`config.mk`:
```
export PLATFORM = sky130hd
export DESIGN_NAME = demux_resp_select_flat
export DESIGN_NICKNAME = d
export VERILOG_FILES = /design/src/hw/core_bus_pkg.sv /design/src/hw/cluster_map_pkg.sv /design/src/hw/pe_side_if.sv /design/src/hw/demux_resp_select.sv /design/src/flat_wrapper.sv
export SDC_FILE = /design/constraint.sdc
export NUM_CORES = 1
export LEC_CHECK = 0
export ABC_AREA = 1
export BUFFER_PORTS_ARGS = -buffer_cell sky130_fd_sc_hd__buf_2
export CORE_MARGIN = 2
export CORE_UTILIZATION = 29
export CTS_BUF_LIST = sky130_fd_sc_hd__clkbuf_16
export CTS_CLUSTER_DIAMETER = 60
export DETAILED_ROUTE_END_ITERATION = 10
export PLACE_DENSITY = 0.86
export REMOVE_ABC_BUFFERS = 1
export SYNTH_ARGS = -nofsm -noshare
export SYNTH_HDL_FRONTEND = slang
export SYNTH_SLANG_ARGS = --single-unit
```
`constraint.sdc`:
```
create_clock -name clk -period 2.5 [get_ports clk]
set_clock_uncertainty 0.15 [all_clocks]
set_input_delay 0.375 -clock clk [delete_from_list [all_inputs] [get_ports clk]]
set_output_delay 0.375 -clock clk [all_outputs]
set_load 0.02 [all_outputs]
```
`src/hw/core_bus_pkg.sv`:
```
// Core load/store port widths and word types
`default_nettype none

package core_bus_pkg;

  // ********************************************************************
  // Port widths
  // ********************************************************************
  localparam int unsigned ADDR_WIDTH = 32;
  localparam int unsigned DATA_WIDTH = 32;
  localparam int unsigned BE_WIDTH   = DATA_WIDTH / 8;  // One strobe per byte
  localparam int unsigned ATOP_WIDTH = 6;               // Atomic opcode

  // ********************************************************************
  // Word types
  // ********************************************************************
  typedef logic [ADDR_WIDTH-1:0] addr_t;
  typedef logic [DATA_WIDTH-1:0] data_t;
  typedef logic [BE_WIDTH-1:0]   be_t;
  typedef logic [ATOP_WIDTH-1:0] atop_t;

endpackage

`default_nettype wire

```
`src/hw/cluster_map_pkg.sv`:
```
// Cluster memory map constants, destination enum and address views
`default_nettype none

package cluster_map_pkg;

  localparam int unsigned CLUSTER_ID_WIDTH = 6;
  localparam int unsigned REGION_WIDTH     = 12;  // Address bits 31:20

  // Region of cluster 0, each cluster owns four consecutive regions
  localparam logic [REGION_WIDTH-1:0] CLUSTER_REGION_BASE = 12'h100;
  localparam logic [REGION_WIDTH-1:0] TCDM_RW_OFS         = 12'd0;
  localparam logic [REGION_WIDTH-1:0] TCDM_TS_OFS         = 12'd1;  // Test-and-set alias
  localparam logic [REGION_WIDTH-1:0] DEM_PER_OFS         = 12'd2;  // Peripheral window

  typedef enum logic [1:0] {
    DEST_SH,   // Shared TCDM
    DEST_PE,   // Peripheral interconnect
    DEST_EXT   // Demux peripherals
  } dest_e;

  // Address seen as region, window select and offset
  typedef struct packed {
    logic [REGION_WIDTH-1:0] region;
    logic [4:0]              spare;
    logic                    ext_sel;  // Bit 14
    logic [13:0]             offset;
  } map_region_t;

  // Address seen as a pair of regions, RW and TS share the upper bits
  typedef struct packed {
    logic [REGION_WIDTH-2:0] region_pair;
    logic                    region_lsb;
    logic [19:0]             rest;
  } map_pair_t;

  typedef union packed {
    map_region_t win;
    map_pair_t   pair;
  } map_addr_u;

endpackage

`default_nettype wire

```
`src/hw/pe_side_if.sv`:
```
// Peripheral side signals shared by steering, PE FSM and response select
`timescale 1ns/100ps
`default_nettype none

interface pe_side_if;

  logic                 pe_req;   // Request towards the peripheral interconnect
  logic                 pe_gnt;   // Grant back to the core
  logic                 r_valid;  // Delayed PE response
  core_bus_pkg::data_t  r_rdata;
  logic                 r_opc;

  modport fsm (
    output pe_req, pe_gnt, r_valid, r_rdata, r_opc
  );

  modport steer (
    input pe_req, pe_gnt
  );

  modport resp (
    input r_valid, r_rdata, r_opc
  );

endinterface

`default_nettype wire

```
`src/hw/demux_resp_select.sv`:
```
// Registered response destination and response mux
`timescale 1ns/100ps
`default_nettype none

module demux_resp_select (
  input  logic                   clk,
  input  logic                   rst_ni,
  input  logic                   data_req_i,
  input  cluster_map_pkg::dest_e dest_i,
  pe_side_if.resp                pe,
  input  logic                   sh_r_valid_i,
  input  core_bus_pkg::data_t    sh_r_rdata_i,
  input  logic                   ext_r_valid_i,
  input  core_bus_pkg::data_t    ext_r_rdata_i,
  input  logic                   ext_r_opc_i,
  output logic                   data_r_valid_o,
  output core_bus_pkg::data_t    data_r_rdata_o,
  output logic                   data_r_opc_o
);

  import cluster_map_pkg::*;

  dest_e resp_dest_q;  // Target of the last request

  always_ff @(posedge clk, negedge rst_ni)
  begin
    if (!rst_ni)
      resp_dest_q <= DEST_SH;
    else if (data_req_i)
      resp_dest_q <= dest_i;
  end

  always_comb
  begin
    case (resp_dest_q)
      DEST_SH:
      begin
        data_r_valid_o = sh_r_valid_i;
        data_r_rdata_o = sh_r_rdata_i;
        data_r_opc_o   = 1'b0;  // TCDM never flags an error
      end
      DEST_PE:
      begin
        data_r_valid_o = pe.r_valid;
        data_r_rdata_o = pe.r_rdata;
        data_r_opc_o   = pe.r_opc;
      end
      DEST_EXT:
      begin
        data_r_valid_o = ext_r_valid_i;
        data_r_rdata_o = ext_r_rdata_i;
        data_r_opc_o   = ext_r_opc_i;
      end
      default:
      begin
        data_r_valid_o = 1'b0;
        data_r_rdata_o = sh_r_rdata_i;
        data_r_opc_o   = 1'b0;
      end
    endcase
  end

endmodule

`default_nettype wire

```
`src/flat_wrapper.sv`:
```
// flat-port wrapper written by rule: the top's interface ports become plain ports
module demux_resp_select_flat import cluster_map_pkg::*;
  (clk, rst_ni, data_req_i, dest_i, sh_r_valid_i, sh_r_rdata_i, ext_r_valid_i, ext_r_rdata_i, ext_r_opc_i, data_r_valid_o, data_r_rdata_o, data_r_opc_o, pe_r_valid, pe_r_rdata, pe_r_opc);
  pe_side_if pe_i ();
  input  logic clk;
  input  logic rst_ni;
  input  logic data_req_i;
  input  cluster_map_pkg::dest_e dest_i;
  input  logic sh_r_valid_i;
  input  core_bus_pkg::data_t sh_r_rdata_i;
  input  logic ext_r_valid_i;
  input  core_bus_pkg::data_t ext_r_rdata_i;
  input  logic ext_r_opc_i;
  output logic data_r_valid_o;
  output core_bus_pkg::data_t data_r_rdata_o;
  output logic data_r_opc_o;
  input wire logic [$bits(pe_i.r_valid)-1:0] pe_r_valid;
  input wire logic [$bits(pe_i.r_rdata)-1:0] pe_r_rdata;
  input wire logic [$bits(pe_i.r_opc)-1:0] pe_r_opc;
  assign pe_i.r_valid = pe_r_valid;
  assign pe_i.r_rdata = pe_r_rdata;
  assign pe_i.r_opc = pe_r_opc;
  demux_resp_select u_core (.clk(clk), .rst_ni(rst_ni), .data_req_i(data_req_i), .dest_i(dest_i), .pe(pe_i), .sh_r_valid_i(sh_r_valid_i), .sh_r_rdata_i(sh_r_rdata_i), .ext_r_valid_i(ext_r_valid_i), .ext_r_rdata_i(ext_r_rdata_i), .ext_r_opc_i(ext_r_opc_i), .data_r_valid_o(data_r_valid_o), .data_r_rdata_o(data_r_rdata_o), .data_r_opc_o(data_r_opc_o));
endmodule
```
* Word-level counts from Yosys, hierarchy flattened
Index checks and enable logic that the tools add are counted.
** Cells by class
- Eq/ne operators :: 2
- Multiplexer cells :: 3
- Reduce and logical (&&, ||, !) cells :: 1
** Operators with widths (count)
- $pmux 32 s2 :: 1
- $pmux 1 s3 :: 1
- $eq 2x1->1 const B :: 1
- $eq 2x2->1 const B :: 1
- $logic_not 2->1 :: 1
- $pmux 1 s2 :: 1
** Storage, ports and cells
- Register bits after elaboration :: 2
- Input port bits :: 106
- Output and inout bits :: 34
- Logic and storage cells :: 7

* Logic depth before layout (Yosys ltp)
- Depth after elaboration :: 2
- Gate-level depth with buffers :: 8
- Gate-level depth less buffers :: 6

* Least setup slack after synthesis
OpenSTA, ideal clock, no wires.
- Path type :: flip-flop to output port
- From :: reg u_core.resp_dest_q[0]
- To :: out data_r_rdata_o[18]
- Data arrival time :: 1.250 ns
- Data required time :: 1.975 ns
- Setup slack :: 0.725 ns
- Stages on the path, launching flop included :: 8
- Buffers on the path :: 2
- Path through :: dfrtp_1 > inv_1 > ha_1 > buf_6 > inv_4 > buf_4 > nand2_1 > nand2_1
** On the way
- Longest elaborated chain between the ends :: 2
- Elaborated cells between the ends (all ways) :: 3
- Classes of those cells :: eq/ne (2); mux (1)
** RTL lines
- start: declaration :: line demux_resp_select.sv:23 : dest_e resp_dest_q;
- start signal: assignment :: line demux_resp_select.sv:30 : resp_dest_q <= dest_i;
- $eq 2x2->1 or $eq 2x1->1 (tied branches) :: line demux_resp_select.sv:35 : case (resp_dest_q)
- $pmux 32 s2 (*) :: line demux_resp_select.sv:35
- end: declaration :: line flat_wrapper.sv:15 : output core_bus_pkg::data_t data_r_rdata_o;
Mark *: on every way between the ends. The rest lies on a longest branch, timed or not.

* Worst setup path in the final report
- From :: reg u_core.resp_dest_q[0]
- To :: out data_r_rdata_o[7]
Same word-level chain as after synthesis.

==> results.sh <==
export IMPL_pre_cts_slack_ps=561
export IMPL_post_drt_wl_per_cell_um=8.82
export IMPL_synth_seq_cells=2
export IMPL_io_pins=140
export IMPL_die_w_um=65.2
export IMPL_fin_nets=476
export IMPL_critPathSlowestCell="dfrtp_1"
export IMPL_layout_cells_non_filler=412
export IMPL_cts_tree="built"
export IMPL_synth_flop_cell="dfrtp_1"
export IMPL_worstPathArrival_ps=1640
export IMPL_crit_chain="inv_1 -> ha_1 -> inv_4 -> nand2_1 -> nand2_1 -> buf_2"
export IMPL_min_path_type="in2reg"
export IMPL_drc=0
export IMPL_drive_gt1_share_pct=43.7
export IMPL_crit_start="u_core.resp_dest_q[0]"
export IMPL_grt_max_degree=34
export IMPL_setup_slack_ps=336
export IMPL_final_antenna_net_count=0
export IMPL_largest_register="u_core.resp_dest_q"
export IMPL_p_per_area_nw_per_um2=454
export IMPL_diodes=0
export IMPL_setup_violations=0
export IMPL_leakagePower_nw=1.28
export IMPL_relSlewSlack_pct=78.5
export IMPL_largest_reg_flops=2
export IMPL_cts_buffer_depth=2
export IMPL_critPathCaptureType="primary output"
export IMPL_via_count=1771
export IMPL_yosysSeqAreaShare_pct=4.61
export IMPL_synth_common_cells="nand2_1 (191), nand2_2 (9), buf_6 (8)"
export IMPL_syn_instance_count=230
export IMPL_setup_tns_ps=0
export IMPL_status="complete, no violations"
export IMPL_ff2ff_setup_slack_ps=1650
export IMPL_design_area_um2=1800
export IMPL_placed_area_um2=1720
export IMPL_worst_r2r_startpoint="u_core.resp_dest_q[0]"
export IMPL_rows=22
export IMPL_grt_usage_pct=17.3
export IMPL_critPathLaunchType="flop"
export IMPL_fmax_mhz=462
export IMPL_drtIter0Drc=41
export IMPL_fin_crit_ps=2160
export IMPL_slew_violations=0
export IMPL_place_congestion=0.756
export IMPL_grt_setup_unrepaired="no"
export IMPL_clkTransAtPathRegs_ps=30
export IMPL_crit_path_max_incr_delay_ps=360
export IMPL_io_buffers=139
export IMPL_grt_pass1_wl_um=5830
export IMPL_dr_pass1_iters=4
export IMPL_die_height_um=65.2
export IMPL_met3_usage_pct=3.25
export IMPL_drv_cap=0
export IMPL_cp_max_fo=33
export IMPL_syn_area_per_cell_um2=4.72
export IMPL_path_depth=6
export IMPL_yosysTopAreaCell="nand2_1"
export IMPL_clock_sinks=2
export IMPL_htreeDepth=1
export IMPL_first_global_vias=1433
export IMPL_hold_slack_ps=215
export IMPL_cts_buffers=3
export IMPL_async_reset_ff_share_pct=100
export IMPL_rr_worst_depth=2
export IMPL_critical_path_most_common_cell="nand2_1"
export IMPL_drt_total_wl_um=3630
export IMPL_gr_usage_met1_pct=17.4
export IMPL_ir_drop_mv=0.346
export IMPL_area_delta_synth_final_pct=66.1
export IMPL_via_per_inst=4.30
export IMPL_crit_end="data_r_rdata_o[7]"
export IMPL_path_class="reg2out"
export IMPL_ys_warn_count=0
export IMPL_r2r_end="u_core.resp_dest_q[0]"
export IMPL_netlist_area_um2=1090
export IMPL_synth_cell_type_count=13
export IMPL_period_share_pct=86.6
export IMPL_final_hold_viol_count=0
export IMPL_grt_use_met2_pct=34.2
export IMPL_tightest_slew_ps=322
export IMPL_critPathRequiredTime_ps=1980
export IMPL_dp_cells=408
export IMPL_busiest_layer="met2"
export IMPL_synth_edf_count=0
export IMPL_antenna_found_initial=0
export IMPL_crit_family="buffers and inverters"
export IMPL_synth_most_common_cell="nand2_1"
export IMPL_clock_latency_ps=220
export IMPL_path_buf_inv=3
export IMPL_grt_overflow=0
export IMPL_core_area_um2=3630
export IMPL_dp_hpwl_um=2980
export IMPL_start_util_pct=29.9
export IMPL_ys_top_cells_by_area="nand2_1 (66%), buf_6 (8.3%), nand2_2 (5.2%)"
export IMPL_fp_dieArea_um2=4250
export IMPL_cts_root_buf="clkbuf_16"
export IMPL_post_cts_resized=0
export IMPL_biggestRegsByFlops="u_core.resp_dest_q (2)"
export IMPL_synth_top_cell_area_share_pct=66.0
-- cell type report --
cell class,count,area [um^2]
timing repair buffer,146,751
tap,48,60.1
fill,390,1830
inverter,5,21.3
multi-input combinational,208,847
clock buffer,3,75.1
sequential,2,50.0
-- where the power goes --
group / switching, W / internal (W)
clock: 0.0000380 / 0.000204
sequential: 0.00000250 / 0.0000356
combinational: 0.000338 / 0.000202
total: 0.000379 / 0.000441
-- stage by stage --
stage	utilization, %	power, W
3_5_place_dp	47.3	0.000584
3_3_place_gp	47.3	0.000576
5_1_grt	49.7	0.000894
4_1_cts	49.7	0.000832
6_report	49.7	0.000820
2_1_floorplan	-	0.000360
-- tightest hold or removal path: stages --
cell and delay [ps]:
buf_2 70, nand2_1 40, o21ai_0 60
-- logic make-up (layout without fill, tap and decap cells) --
| logic type | count (synthesis) | in the layout | share of synthesized area, % |
|---|---|---|---|
| buffers and inverters | 20 | 154 | 17.4 |
| adders and majority gates | 4 | 4 | 4.61 |
| and+or+nand+nor | 201 | 201 | 71.7 |
| AOI/OAI and AO/OA | 3 | 3 | 1.73 |
| DFF | 2 | 2 | 4.61 |
-- layout by cell type, fill, tap and decap left out --
master         Yosys  layout
ha_1               4       4
nand2_2            9       9
inv_1              4       4
a21oi_2            1       1
dfrtp_1            2       2
dlygate4sd3_1      0       1
buf_2              0     139
o21ai_0            2       2
nand3_1            1       1
nand2_1          191     191
buf_4              4       6
inv_4              1       1
clkbuf_16          0       3
-- routing by layer --
| metal | part of all wire (%) | up-vias |
|---|---|---|
| met5 | 0 | - |
| met4 | 1.5 | 0 |
| met3 | 11 | 5 |
| met2 | 50 | 91 |
| met1 | 37 | 730 |
| li1 | - | 945 |
-- repair_timing --
item                      CTS  global route
buffers inserted            0             0
hold endpoints to repair    2             0
hold buffers                1             0
-- worst min-delay path by stage --
stage,startpoint,endpoint,depth (start not counted)
finish,dest_i[1],u_core.resp_dest_q[1],3
global route,dest_i[1],u_core.resp_dest_q[1],3
CTS,dest_i[0],u_core.resp_dest_q[0],3
detailed placement,rst_ni,u_core.resp_dest_q[1],1
global placement,rst_ni,u_core.resp_dest_q[1],1
floorplan,rst_ni,u_core.resp_dest_q[0],0
(Power assumes the default switching activity.)
