File: src/hw/core_bus_pkg.sv
// Core load/store port widths and word types
`default_nettype none

package core_bus_pkg;

  // ********************************************************************
  // Port widths
  // ********************************************************************
  localparam int unsigned ADDR_WIDTH = 32;
  localparam int unsigned DATA_WIDTH = 32;
  localparam int unsigned BE_WIDTH   = DATA_WIDTH / 8;  // One strobe per byte
  localparam int unsigned ATOP_WIDTH = 6;               // Atomic opcode

  // ********************************************************************
  // Word types
  // ********************************************************************
  typedef logic [ADDR_WIDTH-1:0] addr_t;
  typedef logic [DATA_WIDTH-1:0] data_t;
  typedef logic [BE_WIDTH-1:0]   be_t;
  typedef logic [ATOP_WIDTH-1:0] atop_t;

endpackage

`default_nettype wire

File: src/hw/cluster_map_pkg.sv
// Cluster memory map constants, destination enum and address views
`default_nettype none

package cluster_map_pkg;

  localparam int unsigned CLUSTER_ID_WIDTH = 6;
  localparam int unsigned REGION_WIDTH     = 12;  // Address bits 31:20

  // Region of cluster 0, each cluster owns four consecutive regions
  localparam logic [REGION_WIDTH-1:0] CLUSTER_REGION_BASE = 12'h100;
  localparam logic [REGION_WIDTH-1:0] TCDM_RW_OFS         = 12'd0;
  localparam logic [REGION_WIDTH-1:0] TCDM_TS_OFS         = 12'd1;  // Test-and-set alias
  localparam logic [REGION_WIDTH-1:0] DEM_PER_OFS         = 12'd2;  // Peripheral window

  typedef enum logic [1:0] {
    DEST_SH,   // Shared TCDM
    DEST_PE,   // Peripheral interconnect
    DEST_EXT   // Demux peripherals
  } dest_e;

  // Address seen as region, window select and offset
  typedef struct packed {
    logic [REGION_WIDTH-1:0] region;
    logic [4:0]              spare;
    logic                    ext_sel;  // Bit 14
    logic [13:0]             offset;
  } map_region_t;

  // Address seen as a pair of regions, RW and TS share the upper bits
  typedef struct packed {
    logic [REGION_WIDTH-2:0] region_pair;
    logic                    region_lsb;
    logic [19:0]             rest;
  } map_pair_t;

  typedef union packed {
    map_region_t win;
    map_pair_t   pair;
  } map_addr_u;

endpackage

`default_nettype wire

File: src/hw/demux_addr_decode.sv
// Address decoder that maps a core address onto SH, PE or EXT
`timescale 1ns/100ps
`default_nettype none

module demux_addr_decode (
  input  core_bus_pkg::addr_t                          data_add_i,
  input  logic [cluster_map_pkg::CLUSTER_ID_WIDTH-1:0] cluster_id_i,
  output cluster_map_pkg::dest_e                       dest_o
);

  import cluster_map_pkg::*;

  logic [REGION_WIDTH-1:0] cluster_ofs;
  logic [REGION_WIDTH-1:0] tcdm_rw;
  logic [REGION_WIDTH-1:0] dem_per;
  map_addr_u               addr;
  logic                    sh_hit;
  logic                    per_hit;

  assign addr        = data_add_i;
  assign cluster_ofs = REGION_WIDTH'({cluster_id_i, 2'b00});  // Four regions per cluster

  assign tcdm_rw = CLUSTER_REGION_BASE + cluster_ofs + TCDM_RW_OFS;
  assign dem_per = CLUSTER_REGION_BASE + cluster_ofs + DEM_PER_OFS;

  // RW and TS share all region bits but the lowest
  assign sh_hit  = (addr.pair.region_pair == tcdm_rw[REGION_WIDTH-1:1]);
  assign per_hit = (addr.win.region == dem_per);

  always_comb
  begin
    if (sh_hit)
      dest_o = DEST_SH;
    else if (per_hit && addr.win.ext_sel)
      dest_o = DEST_EXT;
    else
      dest_o = DEST_PE;  // Cluster peripherals and rest of the map
  end

endmodule

`default_nettype wire

File: config.mk
export PLATFORM = sky130hd
export DESIGN_NAME = demux_addr_decode
export DESIGN_NICKNAME = d
export VERILOG_FILES = /design/src/hw/core_bus_pkg.sv /design/src/hw/cluster_map_pkg.sv /design/src/hw/demux_addr_decode.sv
export SDC_FILE = /design/constraint.sdc
export NUM_CORES = 1
export LEC_CHECK = 0
export BUFFER_PORTS_ARGS = -buffer_cell sky130_fd_sc_hd__buf_2
export CAP_MARGIN = 20
export CORE_AREA = 2 2 39 41
export DETAILED_ROUTE_END_ITERATION = 7
export DIE_AREA = 0 0 41 43
export PLACE_DENSITY = 0.49
export SLEW_MARGIN = 20
export SYNTH_ARGS = -nofsm -noshare
export SYNTH_HDL_FRONTEND = slang
export SYNTH_SLANG_ARGS = --single-unit
File: constraint.sdc
create_clock -name vclk -period 1.8
set_input_delay 0.09 -clock vclk [all_inputs]
set_output_delay 0.09 -clock vclk [all_outputs]
set_load 0.01 [all_outputs]
# Word level (Yosys, flattened, before mapping)
# Cells that the tools add are included.
# totals
word_cells	7
ff_bits	0
# classes
reduce_logical	1
mux	2
n_eq_ne	2
addsub	2
# ops
operator	count
$eq 12x11->1	1
$add 10x2->11 const B	1
$eq 11x9->1	1
$add 9x8->10 const A	1
$mux 2	2
$logic_and 1x1->1	1

# Depth between registers and ports, before layout
# Gate-level depths: netlist (run 1).
# depth
depth_word	6
mapped_depth	3

# Least setup slack after synthesis (run 1)
# No wires, ideal clock.
# synth_path
path_type	in2out
start	input cluster_id_i[4] in the netlist's numbering
end	output dest_o[1]
setup_slack_ps	934
path_stages	3
required_ps	1710
arrival_time_ps	776
cell_sequence	xor2_1 -> nor4_2 -> and4_1
# synth_between
elab_chain_cells	6
word_cells_on_any_way	7
# synth_rtl
item	line	source
start: declaration	demux_addr_decode.sv:7	input logic [cluster_map_pkg::CLUSTER_ID_WIDTH-1:0] cluster_id_i,
$add 9x8->10 *	demux_addr_decode.sv:23, demux_addr_decode.sv:24	
$add 10x2->11	demux_addr_decode.sv:24	assign dem_per = CLUSTER_REGION_BASE + cluster_ofs + DEM_PER_OFS;
$eq 12x11->1	demux_addr_decode.sv:28	assign per_hit = (addr.win.region == dem_per);
$logic_and 1x1->1	demux_addr_decode.sv:34	else if (per_hit && addr.win.ext_sel)
$mux 2	demux_addr_decode.sv:34	
$mux 2 *	demux_addr_decode.sv:32	if (sh_hit)
end: declaration	demux_addr_decode.sv:8	output cluster_map_pkg::dest_e dest_o
# Every way passes the cells marked *; elsewhere a longest branch is shown, timed or not.

# Worst setup path in the final report (run 1)
# Same ends and word-level chain as after synthesis.

==> results of run 1 <==
==> routing by layer <==
layer	track usage, %	vias to the layer above
li1	-	93
met1	3.16	61
met2	6.25	17
met3	0	0
met4	0	0
met5	0	-
==> area by class of cell <==
cell class	count	area, sq um	share of cell area (%)
Multi-Input combinational cell	13	105	44.9
Tap cell	16	20.0	8.56
Timing Repair Buffer	21	105	44.9
Inverter	1	3.75	1.60
==> cell usage after synthesis <==
library cell,n
nor4_2,1
nor4b_1,1
o21ai_0,1
nor3b_1,1
nand4_1,1
and4_1,1
nor2_1,1
xor2_1,6
inv_1,1
==> report_power, final <==
part | internal (mW) | total, mW | switching (mW)
clock | 0 | 0 | 0
combinational | 0.0230 | 0.0385 | 0.0156
sequential | 0 | 0 | 0
total | 0.0230 | 0.0385 | 0.0156
==> critical path: stages <==
cell	delay (ns)
buf_2	0.10
xor2_1	0.16
nor4_2	0.31
and4_1	0.22
buf_2	0.12
==> worst max path at each step <==
stage and end:
2_1_floorplan dest_o[1], 3_3_place_gp dest_o[1], 3_5_place_dp dest_o[1], 4_1_cts dest_o[1], 5_1_grt dest_o[1], 6_report dest_o[1]
==> cell families after synthesis <==
| family | share of synthesized area [%] |
|---|---|
| compound gates | 4.59 |
| xor+xnor | 48.3 |
| buf+inv | 3.44 |
| simple gates | 43.7 |
==> results.md, run 1 <==
* Mapped Area at roughly 110 sq um
* Synth warn at 0
* Global-route wire length before repair at 393 um
* Max Fclk at 916 MHz
* Worst Setup Start Kind: primary input
* Fin cells at 51
* WL met2 at 131 um
* Unrepaired setup endpoints after global routing: no
* First-pass DRT Iterations at 2
* Share of cells above drive strength 1 at 62.9%
* Crit path from: cluster_id_i[4]
* DRT iter0 DRCs at 2
* Placed instance area at roughly 230 sq um
* Final nets at 75
* Commonest cells after routing, fill and taps aside: buf_2, xor2_1
* Status: complete, no violations
* Lkg Pwr at 0.123 nW
* Most area-hungry cell type in the Yosys netlist: xor2_1
* # port buffers at 21
* # clk buffers at 0
* Setup TNS Final at 0 ns
* Core Rows at 14
* I/O Pins at 40
* Sequential cell count at 0
* Max rail drop VDD at around 0.042 mV
* Fin worst setup slack at about 0.71 ns
* Tot GR Track Use at 3.00%
* Slew headroom at 79.5%
* Worst min-delay path class: primary input to output port
* Final Power at 0.0385 mW
* Die area at 1760 sq um
* Required time worst endpoint at around 1.7 ns
* Design Area, Final at 234 sq um
* Endpoints failing setup at 0
* Layout area overhead at 115%
* Worst hold slack at 0.477 ns
* # hold bufs at CTS at 0
* Synth Instances at 14
* Syn Area/Cell at 7.78 sq um
* Met3 wire len at 75 um
* Remaining DRCs at 0
* DR WL/cell at 6.47 um
* Sequential share of the synthesized area at 0%
* Wl on met1 at about 120 um
* Pin count of the biggest net entering global routing at 3
* Top post-synthesis cells by area: xor2_1, nor4_2, and4_1
* Cell variety after synth at 9
* Final Critical Period at 1.09 ns
* Vias in the first global route at approximately 130
* Via count at 171
* Fillers at 157
* DR vias/cell at roughly 3.4
* Post-route ant nets at 0
* Placeable Area at approximately 1400 sq um
* Critical Path AT at 1.00 ns
* Initial antenna violation count at 0
* Commonest non-fill, non-tap cell in the layout: buf_2
* HP Start: data_add_i[29]
* Grt total ovfl at 0
* Final number of hold-violating endpoints at 0
* Worst-Margin Slew at 0.304 ns
* Dpl cells at 51
* Fin. max-slew vios at 0
* Drt total wl at 330 um
* CP Class: primary input to output port
* Period utilization at approximately three fifths
* Setup Slack @ Placement at around 0.68 ns
* Hold depth at 4
* Top layer in use: met3
* Syn nets at 52
* Pwr Density at approximately 160 nW/um^2
* Global placement routability congestion at between 0.5 and 0.6
* Util after Layout at 16.9%
* Sequential cell area at 0 sq um
* Share of the synthesized area in the top cell type at 48.3%
* PostCTS Resize Cnt at 0
* Die Wd at ~40 um
* Setup bufs post-CTS at 0
* Worst Hold End: dest_o[0]
* Initial core utilization at 7.87%
* Antenna Cells at 0
* CP max FO at 2
* Chip height at 43 um
* Crit end category: output port
* Max Cap Viol at 0
Power figures use the tool's default switching activity.
==> run 2, diff against run 1 <==
==> constraint.sdc (replaced) <==
create_clock -name vclk -period 1.1
set_input_delay 0.055 -clock vclk [all_inputs]
set_output_delay 0.055 -clock vclk [all_outputs]
set_load 0.01 [all_outputs]
==> run 2 against run 1 <==
Compared with the run above:
- worst setup slack worse by 0.62 ns
- count of clock-buffer cells in the layout stayed put
- wire length grew 1.8%
- first-iteration DRC count stayed put
- combinational power is 76% higher
- sequential share of layout area did not move
- critical path type unchanged
- largest cell class unchanged
- highest routed layer unchanged
==> results.md, run 2 (synthesis results as in run 1) <==
* Initial core utilization at 7.87%
* Hold depth at 4
* DR vias/cell at 3.37
* Worst Hold End: dest_o[0]
* Unrepaired setup endpoints after global routing: yes
* Post-route ant nets at 0
* Setup TNS Final at 0 ns
* Required time worst endpoint at roughly 1.0 ns
* Final number of hold-violating endpoints at 0
* Status: complete, no violations
* Clk network pwr share at 0%
* Crit end category: output port
* Worst-Margin Slew at 0.308 ns
* Placeable Area at approximately 1400 sq um
* I/O Pins at 40
* Logic pwr share at 100.0%
* Worst hold slack at a little over 0.4 ns
* Fin cells at between 50 and 60
* Vias in the first global route at about 130
* Grt total ovfl at 0
* Remaining DRCs at 0
* Max rail drop VDD at 0.0686 mV
* Internal power at 0.0409 mW
* # port buffers at 21
* Commonest non-fill, non-tap cell in the layout: buf_2
* DRT iter0 DRCs at 2
* CP Class: primary input to output port
* Switching pwr at about 0.027 mW
* Pwr Density at 273 nW/um^2
* Endpoints failing setup at 0
* Share of cells above drive strength 1 at approximately two thirds
* HP Start: data_add_i[29]
* Worst min-delay path class: primary input to output port
* Max Fclk at 985 MHz
* Final Power at ~0.068 mW
* Layout area overhead at 128%
* Fillers at roughly 160
* First-pass DRT Iterations at 2
* Sequential cell area at 0 sq um
* Commonest cells after routing, fill and taps aside: buf_2, xor2_1
* Drt total wl at 336 um
* CP max FO at 2
* Die area at 1760 sq um
* Period utilization at 92.3%
* # hold bufs at CTS at 0
* # clk buffers at 0
* Chip height at ~43 um
* Slew headroom at 79.2%
* Max Cap Viol at 0
* Global placement routability congestion at 0.567
* Global-route wire length before repair at between 300 and 400 um
* Dpl cells at between 50 and 60
* Core Rows at 14
* Antenna Cells at 0
* Sequential cell count at 0
* Net Sw Frac at 39.5%
* Die Wd at 41 um
* Fin. max-slew vios at 0
* Seq pwr share at 0%
* Tot GR Track Use at 3.00%
* Final Critical Period at 1.02 ns
* DR WL/cell at 6.59 um
* Lkg Pwr at 0.127 nW
* Initial antenna violation count at 0
* Via count at roughly 170
* Worst Setup Start Kind: primary input
* Pin count of the biggest net entering global routing at 3
* Final nets at 75
* Critical Path AT at 0.96 ns
[run 2: per-layer routing]
metal / share of wire (%) / track usage, %
met5: 0 / 0
met4: 0 / 0
met3: 23 / 0
met2: 43 / 6.25
met1: 35 / 3.16
[run 2: what timing repair did]
| item | in CTS | in global routing |
|---|---|---|
| resized for setup | 0 | 2 |
| buffers inserted | 0 | 0 |
| setup endpoints to repair | 0 | 1 |
[run 2: per-stage QoR]
step,setup WS (ns),area (sq um),util (%)
floorplan,0.304,109,-
global placement,0.0600,234,16.9
detailed placement,0.0482,234,16.9
CTS,0.0482,234,16.9
global route,-0.00694,248,17.9
finish,0.0845,248,17.9
[run 2: layout make-up]
| type | instances | area [sq um] | area share (%) |
|---|---|---|---|
| inverters | 1 | 3.75 | 1.52 |
| multi-input cells | 13 | 113 | 45.5 |
| repair buffers | 21 | 111 | 44.9 |
| well taps | 16 | 20.0 | 8.08 |
[run 2: worst max-delay path by stage]
stage                     from   endpoint  depth (start not counted)
2_1_floorplan  cluster_id_i[4]  dest_o[1]                          3
3_3_place_gp   cluster_id_i[4]  dest_o[1]                          5
3_5_place_dp   cluster_id_i[4]  dest_o[1]                          5
4_1_cts        cluster_id_i[4]  dest_o[1]                          5
5_1_grt         data_add_i[25]  dest_o[1]                          5
6_report        data_add_i[25]  dest_o[1]                          5
[run 2: power by group through the flow]
stage	logic [mW]	clock network (mW)	registers (mW)
finish	0.0677	0	0
global placement	0.0628	0	0
global route	0.0753	0	0
CTS	0.0641	0	0
detailed placement	0.0640	0	0
floorplan	0.0249	0	0
[run 2: critical path: stages]
cell	delay (ns)
buf_6	0.10
xor2_2	0.16
nor4_2	0.31
and4_1	0.22
buf_2	0.12
==> run 3, diff against run 2 <==
--- a/config.mk
+++ b/config.mk
@@ -5,12 +5,13 @@
 export SDC_FILE = /design/constraint.sdc
 export NUM_CORES = 1
 export LEC_CHECK = 0
-export BUFFER_PORTS_ARGS = -buffer_cell sky130_fd_sc_hd__buf_2
+export BUFFER_PORTS_ARGS = -buffer_cell sky130_fd_sc_hd__buf_4
 export CAP_MARGIN = 20
 export CORE_AREA = 2 2 39 41
 export DETAILED_ROUTE_END_ITERATION = 7
 export DIE_AREA = 0 0 41 43
 export PLACE_DENSITY = 0.49
+export RECOVER_POWER = 100
 export SLEW_MARGIN = 20
 export SYNTH_ARGS = -nofsm -noshare
 export SYNTH_HDL_FRONTEND = slang
==> run 3 against run 2 <==
Compared with the run above:
- non-clock buffer count unchanged
- sequential cell count is the same
- worst setup slack worse by 0.00082 ns
==> results.md, run 3 (synthesis results as in run 1) <==
* DRT iter0 DRCs at 2
* Initial core utilization at 7.87%
* Commonest non-fill, non-tap cell in the layout: buf_4
* Design Area, Final at 307 sq um
* Share of cells above drive strength 1 at about 66%
* Final Critical Period at 1.02 ns
* Antenna Cells at 0
* DR vias/cell at 3.51
* Drt total wl at around 330 um
* Pwr Density at ~300 nW/um^2
* Fin. max-slew vios at 0
* Lkg Pwr at 0.145 nW
* Worst-Margin Slew at roughly 0.35 ns
* Period utilization at around 90%
* Sequential cell count at 0
* Final number of hold-violating endpoints at 0
* Grt total ovfl at 0
* Pin count of the biggest net entering global routing at 3
* PostCTS Resize Cnt at 0
* Endpoints failing setup at 0
* Required time worst endpoint at between 1 and 1.5 ns
* Max Fclk at ~980 MHz
* Status: complete, no violations
* Core Rows at 14
* Setup TNS Final at 0 ns
* Die area at between 1500 and 2000 sq um
* # hold bufs at CTS at 0
* Fin cells at a little over 50
* Commonest cells after routing, fill and taps aside: buf_4, xor2_1
* Max rail drop VDD at about 0.095 mV
* CP max FO at 2
* Chip height at 43 um
* Initial antenna violation count at 0
* Worst Setup Start Kind: primary input
* I/O Pins at 40
* Crit end category: output port
* Top layer in use: met3
* # clk buffers at 0
* Final Power at 0.0915 mW
* Post-route ant nets at 0
* Layout area overhead at 182%
* Remaining DRCs at 0
* Via count at 179
* Met3 wire len at 78 um
* Slowest-stage cell, CP: nor4_4
* Sequential cell area at 0 sq um
* Critical Path AT at 0.96 ns
* Cells along the critical path: buf_4 > xor2_2 > nor4_4 > and4_1 > buf_6
* Placeable Area at 1380 sq um
* Setup Slack @ Placement at ~0.052 ns
* Global-route wire length before repair at about 470 um
* Fin worst setup slack at 0.0837 ns
* Vias in the first global route at 137
* Tot GR Track Use at between 3 and 4%
* # port buffers at 21
* Placed instance area at 287 sq um
* Die Wd at 41 um
* Max Cap Viol at 0
* Wl on met1 at between 100 and 150 um
* Family with the most delay on the worst path: simple AND/OR/NAND/NOR gates
* Worst Path Buf+Inv at 2
* Setup bufs post-CTS at 0
* DR WL/cell at roughly 6.5 um
* WL met2 at between 100 and 150 um
* First-pass DRT Iterations at 2
* Slowest Stage Delay on Critical Path at around 0.28 ns
* Global placement routability congestion at 0.560
* Worst min-delay path class: primary input to output port
* Slew headroom at about three quarters
* Final nets at 75
* Dpl cells at 51
* Unrepaired setup endpoints after global routing: no
* Fillers at 155
* CP Class: primary input to output port
==> run 3: cell counts in the layout (fill, tap and decap cells not counted) <==
Identical to the previous run, type by type.
==> run 3: area by class of cell <==
type / count / area (sq um) / share of cell area (%)
repair buffers: 21 / 161 / 52.7
multi-input cells: 13 / 121 / 39.6
well taps: 16 / 20.0 / 6.53
inverters: 1 / 3.75 / 1.22
==> run 3: metal layers <==
layer | global-route usage (%) | vias to the layer above
li1 | - | 92
met1 | 4.43 | 70
met2 | 6.56 | 17
met3 | 0 | 0
met4 | 0 | 0
met5 | 0 | -
==> run 3: final timing paths <==
path,startpoint,endpoint,depth (start not counted)
max,cluster_id_i[3],dest_o[1],5
min,data_add_i[29],dest_o[0],4
==> run 3: metrics by stage <==
stage | util [%] | hold WS, ns
after floorplan | - | 0.247
after global placement | 20.7 | 0.413
after detailed placement | 20.7 | 0.410
after CTS | 20.7 | 0.410
after global routing | 22.2 | 0.435
final | 22.2 | 0.406
==> run 3: power breakdown <==
part	total [mW]	switching [mW]	internal, mW
sequential	0	0	0
combinational	0.0915	0.0324	0.0591
clock	0	0	0
total	0.0915	0.0324	0.0591
