[config.mk]
export PLATFORM = sky130hd
export DESIGN_NAME = pe_txn_fsm_flat
export DESIGN_NICKNAME = d
export VERILOG_FILES = /design/src/hw/core_bus_pkg.sv /design/src/hw/cluster_map_pkg.sv /design/src/hw/pe_side_if.sv /design/src/hw/pe_txn_fsm.sv /design/src/flat_wrapper.sv
export SDC_FILE = /design/constraint.sdc
export NUM_CORES = 1
export LEC_CHECK = 0
export ABC_CLOCK_PERIOD_IN_PS = 1100
export BUFFER_PORTS_ARGS = -buffer_cell sky130_fd_sc_hd__buf_2
export CAP_MARGIN = 20
export CORE_AREA = 2 2 82 84
export CTS_BUF_LIST = sky130_fd_sc_hd__clkbuf_16
export DETAILED_ROUTE_END_ITERATION = 12
export DIE_AREA = 0 0 84 86
export MAX_ROUTING_LAYER = met4
export PLACE_DENSITY = 0.74
export SLEW_MARGIN = 20
export SYNTH_ARGS = -nofsm -noshare
export SYNTH_HDL_FRONTEND = slang
export SYNTH_SLANG_ARGS = --single-unit
[constraint.sdc]
create_clock -name clk -period 1.1 [get_ports clk]
set_clock_uncertainty 0.1 [all_clocks]
set_input_delay 0.11 -clock clk [delete_from_list [all_inputs] [get_ports clk]]
set_output_delay 0.11 -clock clk [all_outputs]
set_load 0.005 [all_outputs]
[src/hw/core_bus_pkg.sv]
// Core load/store port widths and word types
`default_nettype none

package core_bus_pkg;

  // ********************************************************************
  // Port widths
  // ********************************************************************
  localparam int unsigned ADDR_WIDTH = 32;
  localparam int unsigned DATA_WIDTH = 32;
  localparam int unsigned BE_WIDTH   = DATA_WIDTH / 8;  // One strobe per byte
  localparam int unsigned ATOP_WIDTH = 6;               // Atomic opcode

  // ********************************************************************
  // Word types
  // ********************************************************************
  typedef logic [ADDR_WIDTH-1:0] addr_t;
  typedef logic [DATA_WIDTH-1:0] data_t;
  typedef logic [BE_WIDTH-1:0]   be_t;
  typedef logic [ATOP_WIDTH-1:0] atop_t;

endpackage

`default_nettype wire

[src/hw/cluster_map_pkg.sv]
// Cluster memory map constants, destination enum and address views
`default_nettype none

package cluster_map_pkg;

  localparam int unsigned CLUSTER_ID_WIDTH = 6;
  localparam int unsigned REGION_WIDTH     = 12;  // Address bits 31:20

  // Region of cluster 0, each cluster owns four consecutive regions
  localparam logic [REGION_WIDTH-1:0] CLUSTER_REGION_BASE = 12'h100;
  localparam logic [REGION_WIDTH-1:0] TCDM_RW_OFS         = 12'd0;
  localparam logic [REGION_WIDTH-1:0] TCDM_TS_OFS         = 12'd1;  // Test-and-set alias
  localparam logic [REGION_WIDTH-1:0] DEM_PER_OFS         = 12'd2;  // Peripheral window

  typedef enum logic [1:0] {
    DEST_SH,   // Shared TCDM
    DEST_PE,   // Peripheral interconnect
    DEST_EXT   // Demux peripherals
  } dest_e;

  // Address seen as region, window select and offset
  typedef struct packed {
    logic [REGION_WIDTH-1:0] region;
    logic [4:0]              spare;
    logic                    ext_sel;  // Bit 14
    logic [13:0]             offset;
  } map_region_t;

  // Address seen as a pair of regions, RW and TS share the upper bits
  typedef struct packed {
    logic [REGION_WIDTH-2:0] region_pair;
    logic                    region_lsb;
    logic [19:0]             rest;
  } map_pair_t;

  typedef union packed {
    map_region_t win;
    map_pair_t   pair;
  } map_addr_u;

endpackage

`default_nettype wire

[src/hw/pe_side_if.sv]
// Peripheral side signals shared by steering, PE FSM and response select
`timescale 1ns/100ps
`default_nettype none

interface pe_side_if;

  logic                 pe_req;   // Request towards the peripheral interconnect
  logic                 pe_gnt;   // Grant back to the core
  logic                 r_valid;  // Delayed PE response
  core_bus_pkg::data_t  r_rdata;
  logic                 r_opc;

  modport fsm (
    output pe_req, pe_gnt, r_valid, r_rdata, r_opc
  );

  modport steer (
    input pe_req, pe_gnt
  );

  modport resp (
    input r_valid, r_rdata, r_opc
  );

endinterface

`default_nettype wire

[src/hw/pe_txn_fsm.sv]
// Peripheral transaction FSM with one outstanding access
// Two-stage delay of the PE response
`timescale 1ns/100ps
`default_nettype none

module pe_txn_fsm (
  input  logic                   clk,
  input  logic                   rst_ni,
  input  logic                   data_req_i,
  input  cluster_map_pkg::dest_e dest_i,
  input  logic                   data_gnt_i_pe,
  input  logic                   data_r_valid_i_pe,
  input  logic                   data_r_opc_i_pe,
  input  core_bus_pkg::data_t    data_r_rdata_i_pe,
  pe_side_if.fsm                 pe
);

  import core_bus_pkg::*;
  import cluster_map_pkg::*;

  typedef enum logic [1:0] {TXN_IDLE, TXN_PENDING, TXN_GRANTED} txn_state_e;

  txn_state_e state_q, state_d;
  logic       rsp_valid_q;  // First delay stage
  data_t      rsp_rdata_q;
  logic       rsp_opc_q;

  always_ff @(posedge clk, negedge rst_ni)
  begin
    if (!rst_ni)
      state_q <= TXN_IDLE;
    else
      state_q <= state_d;
  end

  always_comb
  begin
    state_d   = state_q;
    pe.pe_req = 1'b0;
    pe.pe_gnt = 1'b0;
    case (state_q)
      TXN_IDLE:
      begin
        if (data_req_i && (dest_i == DEST_PE))
        begin
          pe.pe_req = 1'b1;
          if (data_gnt_i_pe)
            state_d = TXN_PENDING;  // Accepted by the interconnect
        end
      end
      TXN_PENDING:
      begin
        if (data_r_valid_i_pe)
          state_d = TXN_GRANTED;
      end
      TXN_GRANTED:
      begin
        pe.pe_gnt = 1'b1;  // Core sees the grant only now
        state_d   = TXN_IDLE;
      end
      default:
      begin
        state_d = TXN_IDLE;
      end
    endcase
  end

  // ********************************************************************
  // Response delay, payload captured only with a valid response
  // ********************************************************************
  always_ff @(posedge clk, negedge rst_ni)
  begin
    if (!rst_ni)
    begin
      rsp_valid_q <= 1'b0;
      rsp_rdata_q <= '0;
      rsp_opc_q   <= 1'b0;
      pe.r_valid  <= 1'b0;
      pe.r_rdata  <= '0;
      pe.r_opc    <= 1'b0;
    end
    else
    begin
      rsp_valid_q <= data_r_valid_i_pe;
      pe.r_valid  <= rsp_valid_q;
      if (data_r_valid_i_pe)
      begin
        rsp_rdata_q <= data_r_rdata_i_pe;
        rsp_opc_q   <= data_r_opc_i_pe;
      end
      if (rsp_valid_q)
      begin
        pe.r_rdata <= rsp_rdata_q;
        pe.r_opc   <= rsp_opc_q;
      end
    end
  end

  // Core grant comes one cycle after the response, data one cycle later
  a_gnt_after_rsp: assert property (@(posedge clk) disable iff (!rst_ni)
    pe.pe_gnt |-> $past(data_r_valid_i_pe));
  a_rsp_after_gnt: assert property (@(posedge clk) disable iff (!rst_ni)
    pe.pe_gnt |=> pe.r_valid);

endmodule

`default_nettype wire

[src/flat_wrapper.sv]
// flat-port wrapper written by rule: the top's interface ports become plain ports
module pe_txn_fsm_flat import core_bus_pkg::*; import cluster_map_pkg::*;
  (clk, rst_ni, data_req_i, dest_i, data_gnt_i_pe, data_r_valid_i_pe, data_r_opc_i_pe, data_r_rdata_i_pe, pe_pe_req, pe_pe_gnt, pe_r_valid, pe_r_rdata, pe_r_opc);
  pe_side_if pe_i ();
  input  logic clk;
  input  logic rst_ni;
  input  logic data_req_i;
  input  cluster_map_pkg::dest_e dest_i;
  input  logic data_gnt_i_pe;
  input  logic data_r_valid_i_pe;
  input  logic data_r_opc_i_pe;
  input  core_bus_pkg::data_t data_r_rdata_i_pe;
  output wire logic [$bits(pe_i.pe_req)-1:0] pe_pe_req;
  output wire logic [$bits(pe_i.pe_gnt)-1:0] pe_pe_gnt;
  output wire logic [$bits(pe_i.r_valid)-1:0] pe_r_valid;
  output wire logic [$bits(pe_i.r_rdata)-1:0] pe_r_rdata;
  output wire logic [$bits(pe_i.r_opc)-1:0] pe_r_opc;
  assign pe_pe_req = pe_i.pe_req;
  assign pe_pe_gnt = pe_i.pe_gnt;
  assign pe_r_valid = pe_i.r_valid;
  assign pe_r_rdata = pe_i.r_rdata;
  assign pe_r_opc = pe_i.r_opc;
  pe_txn_fsm u_core (.clk(clk), .rst_ni(rst_ni), .data_req_i(data_req_i), .dest_i(dest_i), .data_gnt_i_pe(data_gnt_i_pe), .data_r_valid_i_pe(data_r_valid_i_pe), .data_r_opc_i_pe(data_r_opc_i_pe), .data_r_rdata_i_pe(data_r_rdata_i_pe), .pe(pe_i));
endmodule
## Yosys cells after proc, flatten, opt, wreduce, memory -nomap -nowiden

Cells that the tools add are included.

- Register bits after elaboration: 70
- Bits in latches: 0
- Memory bits (writable): 0
- Bits in read-only memories: 0
- Output and inout bits: 36
- Word-level logic and storage cells: 23
- Memories: 0

- Add/sub/neg operators: 0
- Multiply operators: 0
- Div/mod/pow operators: 0
- Magnitude comparators: 0
- Equal/unequal tests: 6
- Shift-type cells: 0
- Mux-type cells: 7
- Bitwise gates (word level): 0
- Reduce and logical (&&, ||, !) cells: 3

Operator list:

| kind | count |
|---|---|
| 2-bit 2-to-1 mux | 3 |
| 2-bit by 1-bit == test with 1-bit output (second input constant) | 2 |
| 2-bit inequality test (second input constant) | 2 |
| 2-bit case mux with 2 select lines | 1 |
| 1-bit 2-to-1 mux | 3 |
| 3-bit AND reduction | 1 |
| 2-bit == test (second input constant) | 1 |
| 2-bit logical NOT | 1 |
| 2-bit by 1-bit inequality test with 1-bit output (second input constant) | 1 |
| 1-bit logical AND | 1 |

## Depth between registers and ports, before layout

- Depth after elaboration: 4
- Depth in mapped cells: 4
- Gate-level depth less buffers: 2

## Worst setup path after synthesis

OpenSTA, ideal clock, no wires.

- Kind: reg-to-reg
- Start point: reg u_core.rsp_valid_q
- End point: reg u_core.pe.r_rdata[10]
- Data arrival time: 0.926 ns
- Required time: 0.875 ns
- Path slack: -0.051 ns
- Cell stages (with the launch flop): 4
- Buffers on the path: 2
- Path through: dfrtp_1 buf_6 buf_12 mux2_4

RTL lines:

| element | RTL line | text |
|---|---|---|
| start: declaration | pe_txn_fsm.sv:24 | `logic rsp_valid_q;` |
| start signal: assignment | pe_txn_fsm.sv:84 | `rsp_valid_q <= data_r_valid_i_pe;` |
| end signal: assignment | pe_txn_fsm.sv:93 | `pe.r_rdata <= rsp_rdata_q;` |
| end: declaration | pe_side_if.sv:14 | `output pe_req, pe_gnt, r_valid, r_rdata, r_opc` |

No word-level cell between the ends.

## Worst setup path in the final report

- Start point: reg u_core.state_q[1]
- End point: out pe_pe_req

- Longest elaborated chain between the ends: 2

Ends and longest elaborated chain:

| element | RTL line | text |
|---|---|---|
| start: declaration | pe_txn_fsm.sv:23 | `txn_state_e state_q, state_d;` |
| start signal: assignment | pe_txn_fsm.sv:33 | `state_q <= state_d;` |
| 2-bit logical NOT | pe_txn_fsm.sv:41 | `case (state_q)` |
| 1-bit 2-to-1 mux | pe_txn_fsm.sv:41 |  |
| end: declaration | flat_wrapper.sv:13 | `output wire logic [$bits(pe_i.pe_req)-1:0] pe_pe_req;` |

No other way between the ends.

==> impl_results.html <==
<table>
<tr><th>Metric</th><th>Value</th></tr>
<tr><th colspan="2">Status</th></tr>
<tr><td>Outcome</td><td>complete, but fails checks</td></tr>
<tr><td>Failing checks</td><td>negative setup slack</td></tr>
<tr><th colspan="2">Finish</th></tr>
<tr><td>Post-route insts no fill</td><td>360</td></tr>
<tr><td>Multi-input combinational cell area</td><td>1040 µm²</td></tr>
<tr><td>Fill cell total of the finished layout</td><td>442</td></tr>
<tr><td>Net count, final</td><td>318</td></tr>
<tr><td>Proportion of layout cells with a drive suffix above 1</td><td>61.8%</td></tr>
<tr><td>Area taken by flip-flops and latches</td><td>1750 µm²</td></tr>
<tr><td>Area growth syn-to-layout</td><td>44.3%</td></tr>
<tr><td>N_diodes</td><td>0</td></tr>
<tr><th colspan="2">Yosys</th></tr>
<tr><td>Synth area leaders</td><td>dfrtp_1, mux2_4, buf_12</td></tr>
<tr><td>Async S/R FF share, synth</td><td>100%</td></tr>
<tr><td>Syn nets</td><td>190</td></tr>
<tr><td>Synth top area share</td><td>60.3%</td></tr>
<tr><td>Portion of the post-synthesis area used by sequential elements</td><td>60.3%</td></tr>
<tr><td>Cell variety after synth</td><td>11</td></tr>
<tr><td>Post-Synthesis Mean Instance Area</td><td>19.4 µm²</td></tr>
<tr><td>Dominant cell type by area after synthesis</td><td>dfrtp_1</td></tr>
<tr><td>List of most frequent post-synthesis cells</td><td>dfrtp_1, mux2_4, mux2_2</td></tr>
<tr><td>Flip-flop and latch count after synthesis</td><td>70</td></tr>
<tr><td>Yosys synthesis warning count</td><td>0</td></tr>
<tr><td>Main flop type after synthesis</td><td>dfrtp_1</td></tr>
<tr><td>Synthesized area</td><td>2910 µm²</td></tr>
<tr><td>Number of flops mapped to enable cells by yosys</td><td>0</td></tr>
<tr><td>Instance count of the mapped netlist</td><td>150</td></tr>
<tr><td>Most frequent cell after synthesis</td><td>dfrtp_1</td></tr>
<tr><th colspan="2">Clock tree</th></tr>
<tr><td>Root Buffer Master</td><td>clkbuf_16</td></tr>
<tr><td>Max H-tree Level</td><td>3</td></tr>
<tr><td>Longest Clk Path Bufs</td><td>2</td></tr>
<tr><td>Count of clock tree sinks</td><td>70</td></tr>
<tr><td>Clock Pin Slew Worst Setup and Hold Paths</td><td>0.05 ns</td></tr>
<tr><td>Worst-Skew Late Latency</td><td>0.32 ns</td></tr>
<tr><td>Clock buffer count from CTS</td><td>9</td></tr>
<tr><td>CTS tree</td><td>yes</td></tr>
<tr><th colspan="2">Worst setup path</th></tr>
<tr><td>Number of cell instances on the worst register-to-register path</td><td>3</td></tr>
<tr><td>Critical register-to-register path endpoint</td><td>u_core.pe.r_rdata[19]</td></tr>
<tr><td>Arrival time of data at the critical path endpoint</td><td>1.28 ns</td></tr>
<tr><td>Required @ worst endpoint</td><td>0.89 ns</td></tr>
<tr><td>Critical path start-end classification</td><td>reg -&gt; out</td></tr>
<tr><td>Register-to-Register Setup Slack</td><td>-0.19 ns</td></tr>
<tr><td>Sort of element at the end of the critical path</td><td>primary output</td></tr>
<tr><td>Reg-to-reg startpoint</td><td>u_core.rsp_valid_q</td></tr>
<tr><td>Type of element launching the critical path</td><td>flip-flop</td></tr>
<tr><td>Worst-path fanout max</td><td>2</td></tr>
<tr><th colspan="2">GRT</th></tr>
<tr><td>Global Route Usage Sum</td><td>19.5%</td></tr>
<tr><td>Vias in the first global route</td><td>1,953</td></tr>
<tr><td>Pin count of the biggest net entering global routing</td><td>60</td></tr>
<tr><td>Total overflow reported by the global router</td><td>0</td></tr>
<tr><td>Number of antenna violations at the first check in global routing</td><td>0</td></tr>
<tr><td>Wire length of the first global-routing pass</td><td>10,300 µm</td></tr>
<tr><th colspan="2">Placed design</th></tr>
<tr><td>Placed wire-length estimate</td><td>3500 µm</td></tr>
<tr><td>Cell total after placement</td><td>302</td></tr>
<tr><td>Number of I/O port buffers</td><td>75</td></tr>
<tr><td>Final estimated routing congestion in global placement</td><td>0.701</td></tr>
<tr><td>Pre-CTS WS</td><td>-0.138 ns</td></tr>
<tr><th colspan="2">STA</th></tr>
<tr><td>Tcrit/Tclk final</td><td>135%</td></tr>
<tr><td>F_max</td><td>672 MHz</td></tr>
<tr><td>Final number of setup-violating endpoints</td><td>36</td></tr>
<tr><td>Setup repair after global routing missed its margin</td><td>true</td></tr>
<tr><td>Number of failing hold endpoints at the final stage</td><td>0</td></tr>
<tr><td>Minimum period implied by the final worst setup slack</td><td>1.49 ns</td></tr>
<tr><td>Worst path setup slack after routing</td><td>-0.387 ns</td></tr>
<tr><td>Number of pins with negative max-slew slack in the final report</td><td>0</td></tr>
<tr><td>Aggregate negative setup slack</td><td>-4.20 ns</td></tr>
<tr><td>Relative slew slack</td><td>79.3%</td></tr>
<tr><td>Worst Max-Slew Pin Slew</td><td>0.311 ns</td></tr>
<tr><th colspan="2">Worst hold path</th></tr>
<tr><td>Hold path depth</td><td>2</td></tr>
<tr><td>HP Start</td><td>data_r_valid_i_pe</td></tr>
<tr><td>Min-delay worst type</td><td>in -&gt; reg</td></tr>
<tr><td>Worst hold endpoint</td><td>u_core.rsp_valid_q</td></tr>
<tr><th colspan="2">Route</th></tr>
<tr><td>Count of routing violations after the opening detailed-route iteration</td><td>68</td></tr>
<tr><td>Length of the first detailed-routing pass in iterations</td><td>4</td></tr>
<tr><td>Number of remaining DRC errors</td><td>0</td></tr>
<tr><td>DR vias/cell</td><td>4.77</td></tr>
<tr><td>Antenna violation net count after detailed routing</td><td>0</td></tr>
<tr><td>Average wire per cell in the routed design</td><td>16.7 µm</td></tr>
<tr><td>Total via count in the routed design</td><td>1,717</td></tr>
<tr><td>Wire length after detailed routing</td><td>6030 µm</td></tr>
<tr><th colspan="2">Floorplan</th></tr>
<tr><td>Initial Util</td><td>46.3%</td></tr>
<tr><td>Die Width</td><td>84 µm</td></tr>
<tr><td>Floorplan core area</td><td>6280 µm²</td></tr>
<tr><td>Area of the die</td><td>7220 µm²</td></tr>
<tr><td>I/O Pins</td><td>76</td></tr>
<tr><td>Height of the die</td><td>86 µm</td></tr>
<tr><td>Row Count</td><td>29</td></tr>
<tr><th colspan="2">Flow run</th></tr>
<tr><td>Max Cap Violations</td><td>0</td></tr>
<tr><th colspan="2">Power</th></tr>
<tr><td>Power density of the placed cells</td><td>1770 nW/µm²</td></tr>
<tr><td>Peak supply drop</td><td>0.974 mV</td></tr>
<tr><td>Leakage power</td><td>2.10 nW</td></tr>
</table>
==> what timing repair did <==
item,CTS,global route
pin swaps,3,1
setup endpoints to repair,36,36
hold buffers,36,0
resized for setup,11,6
buffers inserted,12,1
gates cloned,4,0
hold endpoints to repair,104,0
==> cell type report <==
type                       instances  area share [%]
timing repair buffer             125            23.1
sequential                        70            41.8
multi-input combinational         72            24.8
tap                               77            2.30
clock inverter                     7            2.69
clock buffer                       9            5.37
==> routing by layer <==
layer | vias to the layer above | part of all wire, % | GRT usage (%)
met5 | - | 0 | -
met4 | 0 | 1.7 | 8.36
met2 | 42 | 52 | 32.0
met3 | 12 | 3.4 | 3.66
li1 | 787 | - | -
met1 | 876 | 43 | 23.7
==> cell usage in the layout (no fill, tap or decap), types with 2 or more instances in the layout <==
master and instances:
mux2_4 61, clkbuf_16 9, clkinv_2 3, bufinv_16 3
dfrtp_1 69, mux2_2 5, buf_2 75, dlygate4sd3_1 36
buf_12 6, buf_16 2, buf_4 4
==> state kept, by name (all words and copies together), names as in the netlist <==
name	cells
u_core.rsp_opc_q	1
u_core.state_q	2
u_core.pe.r_opc	1
u_core.rsp_rdata_q	32
u_core.pe.r_rdata	32
u_core.pe.r_valid	1
u_core.rsp_valid_q	1
==> power by group <==
part	internal (W)	switching, W	leakage, nW	total (W)
logic	0.000763	0.000359	1.11	0.00112
registers	0.00289	0.000191	0.822	0.00308
clock network	0.00220	0.00103	0.165	0.00323
total	0.00585	0.00158	2.10	0.00743
==> worst max-delay path, cell delays in order (launching register included) <==
cell and delay, ns:
dfrtp_1 0.38, nor4b_2 0.30, and2_1 0.17, buf_2 0.11
==> cell families (layout without fill, tap and decap cells) <==
family | after synthesis | after routing | synth area share (%)
and+or+nand+nor | 5 | 5 | 1.46
AOI/OAI and AO/OA | 1 | 1 | 0.301
muxes | 66 | 66 | 33.1
buffers and inverters | 8 | 141 | 4.91
DFF | 70 | 70 | 60.3
==> per-stage QoR <==
stage	area, µm²	total power [W]	hold slack, ns	util, %
floorplan	2910	0.00367	-0.286	-
global placement	3360	0.00403	-0.00558	53.5
detailed placement	3360	0.00407	0.00152	53.5
CTS	4290	0.00755	0.0273	68.3
global route	4190	0.00776	0.0373	66.8
finish	4190	0.00743	0.0390	66.8
==> how the worst max path moves through the flow <==
stage	end	start
global placement	pe_pe_req	u_core.state_q[0]
floorplan	u_core.pe.r_rdata[10]	u_core.rsp_valid_q
detailed placement	pe_pe_req	u_core.state_q[0]
finish	pe_pe_req	u_core.state_q[1]
global route	pe_pe_req	u_core.state_q[1]
CTS	pe_pe_req	u_core.state_q[1]
No activity file was read; power rests on OpenSTA's default activity.
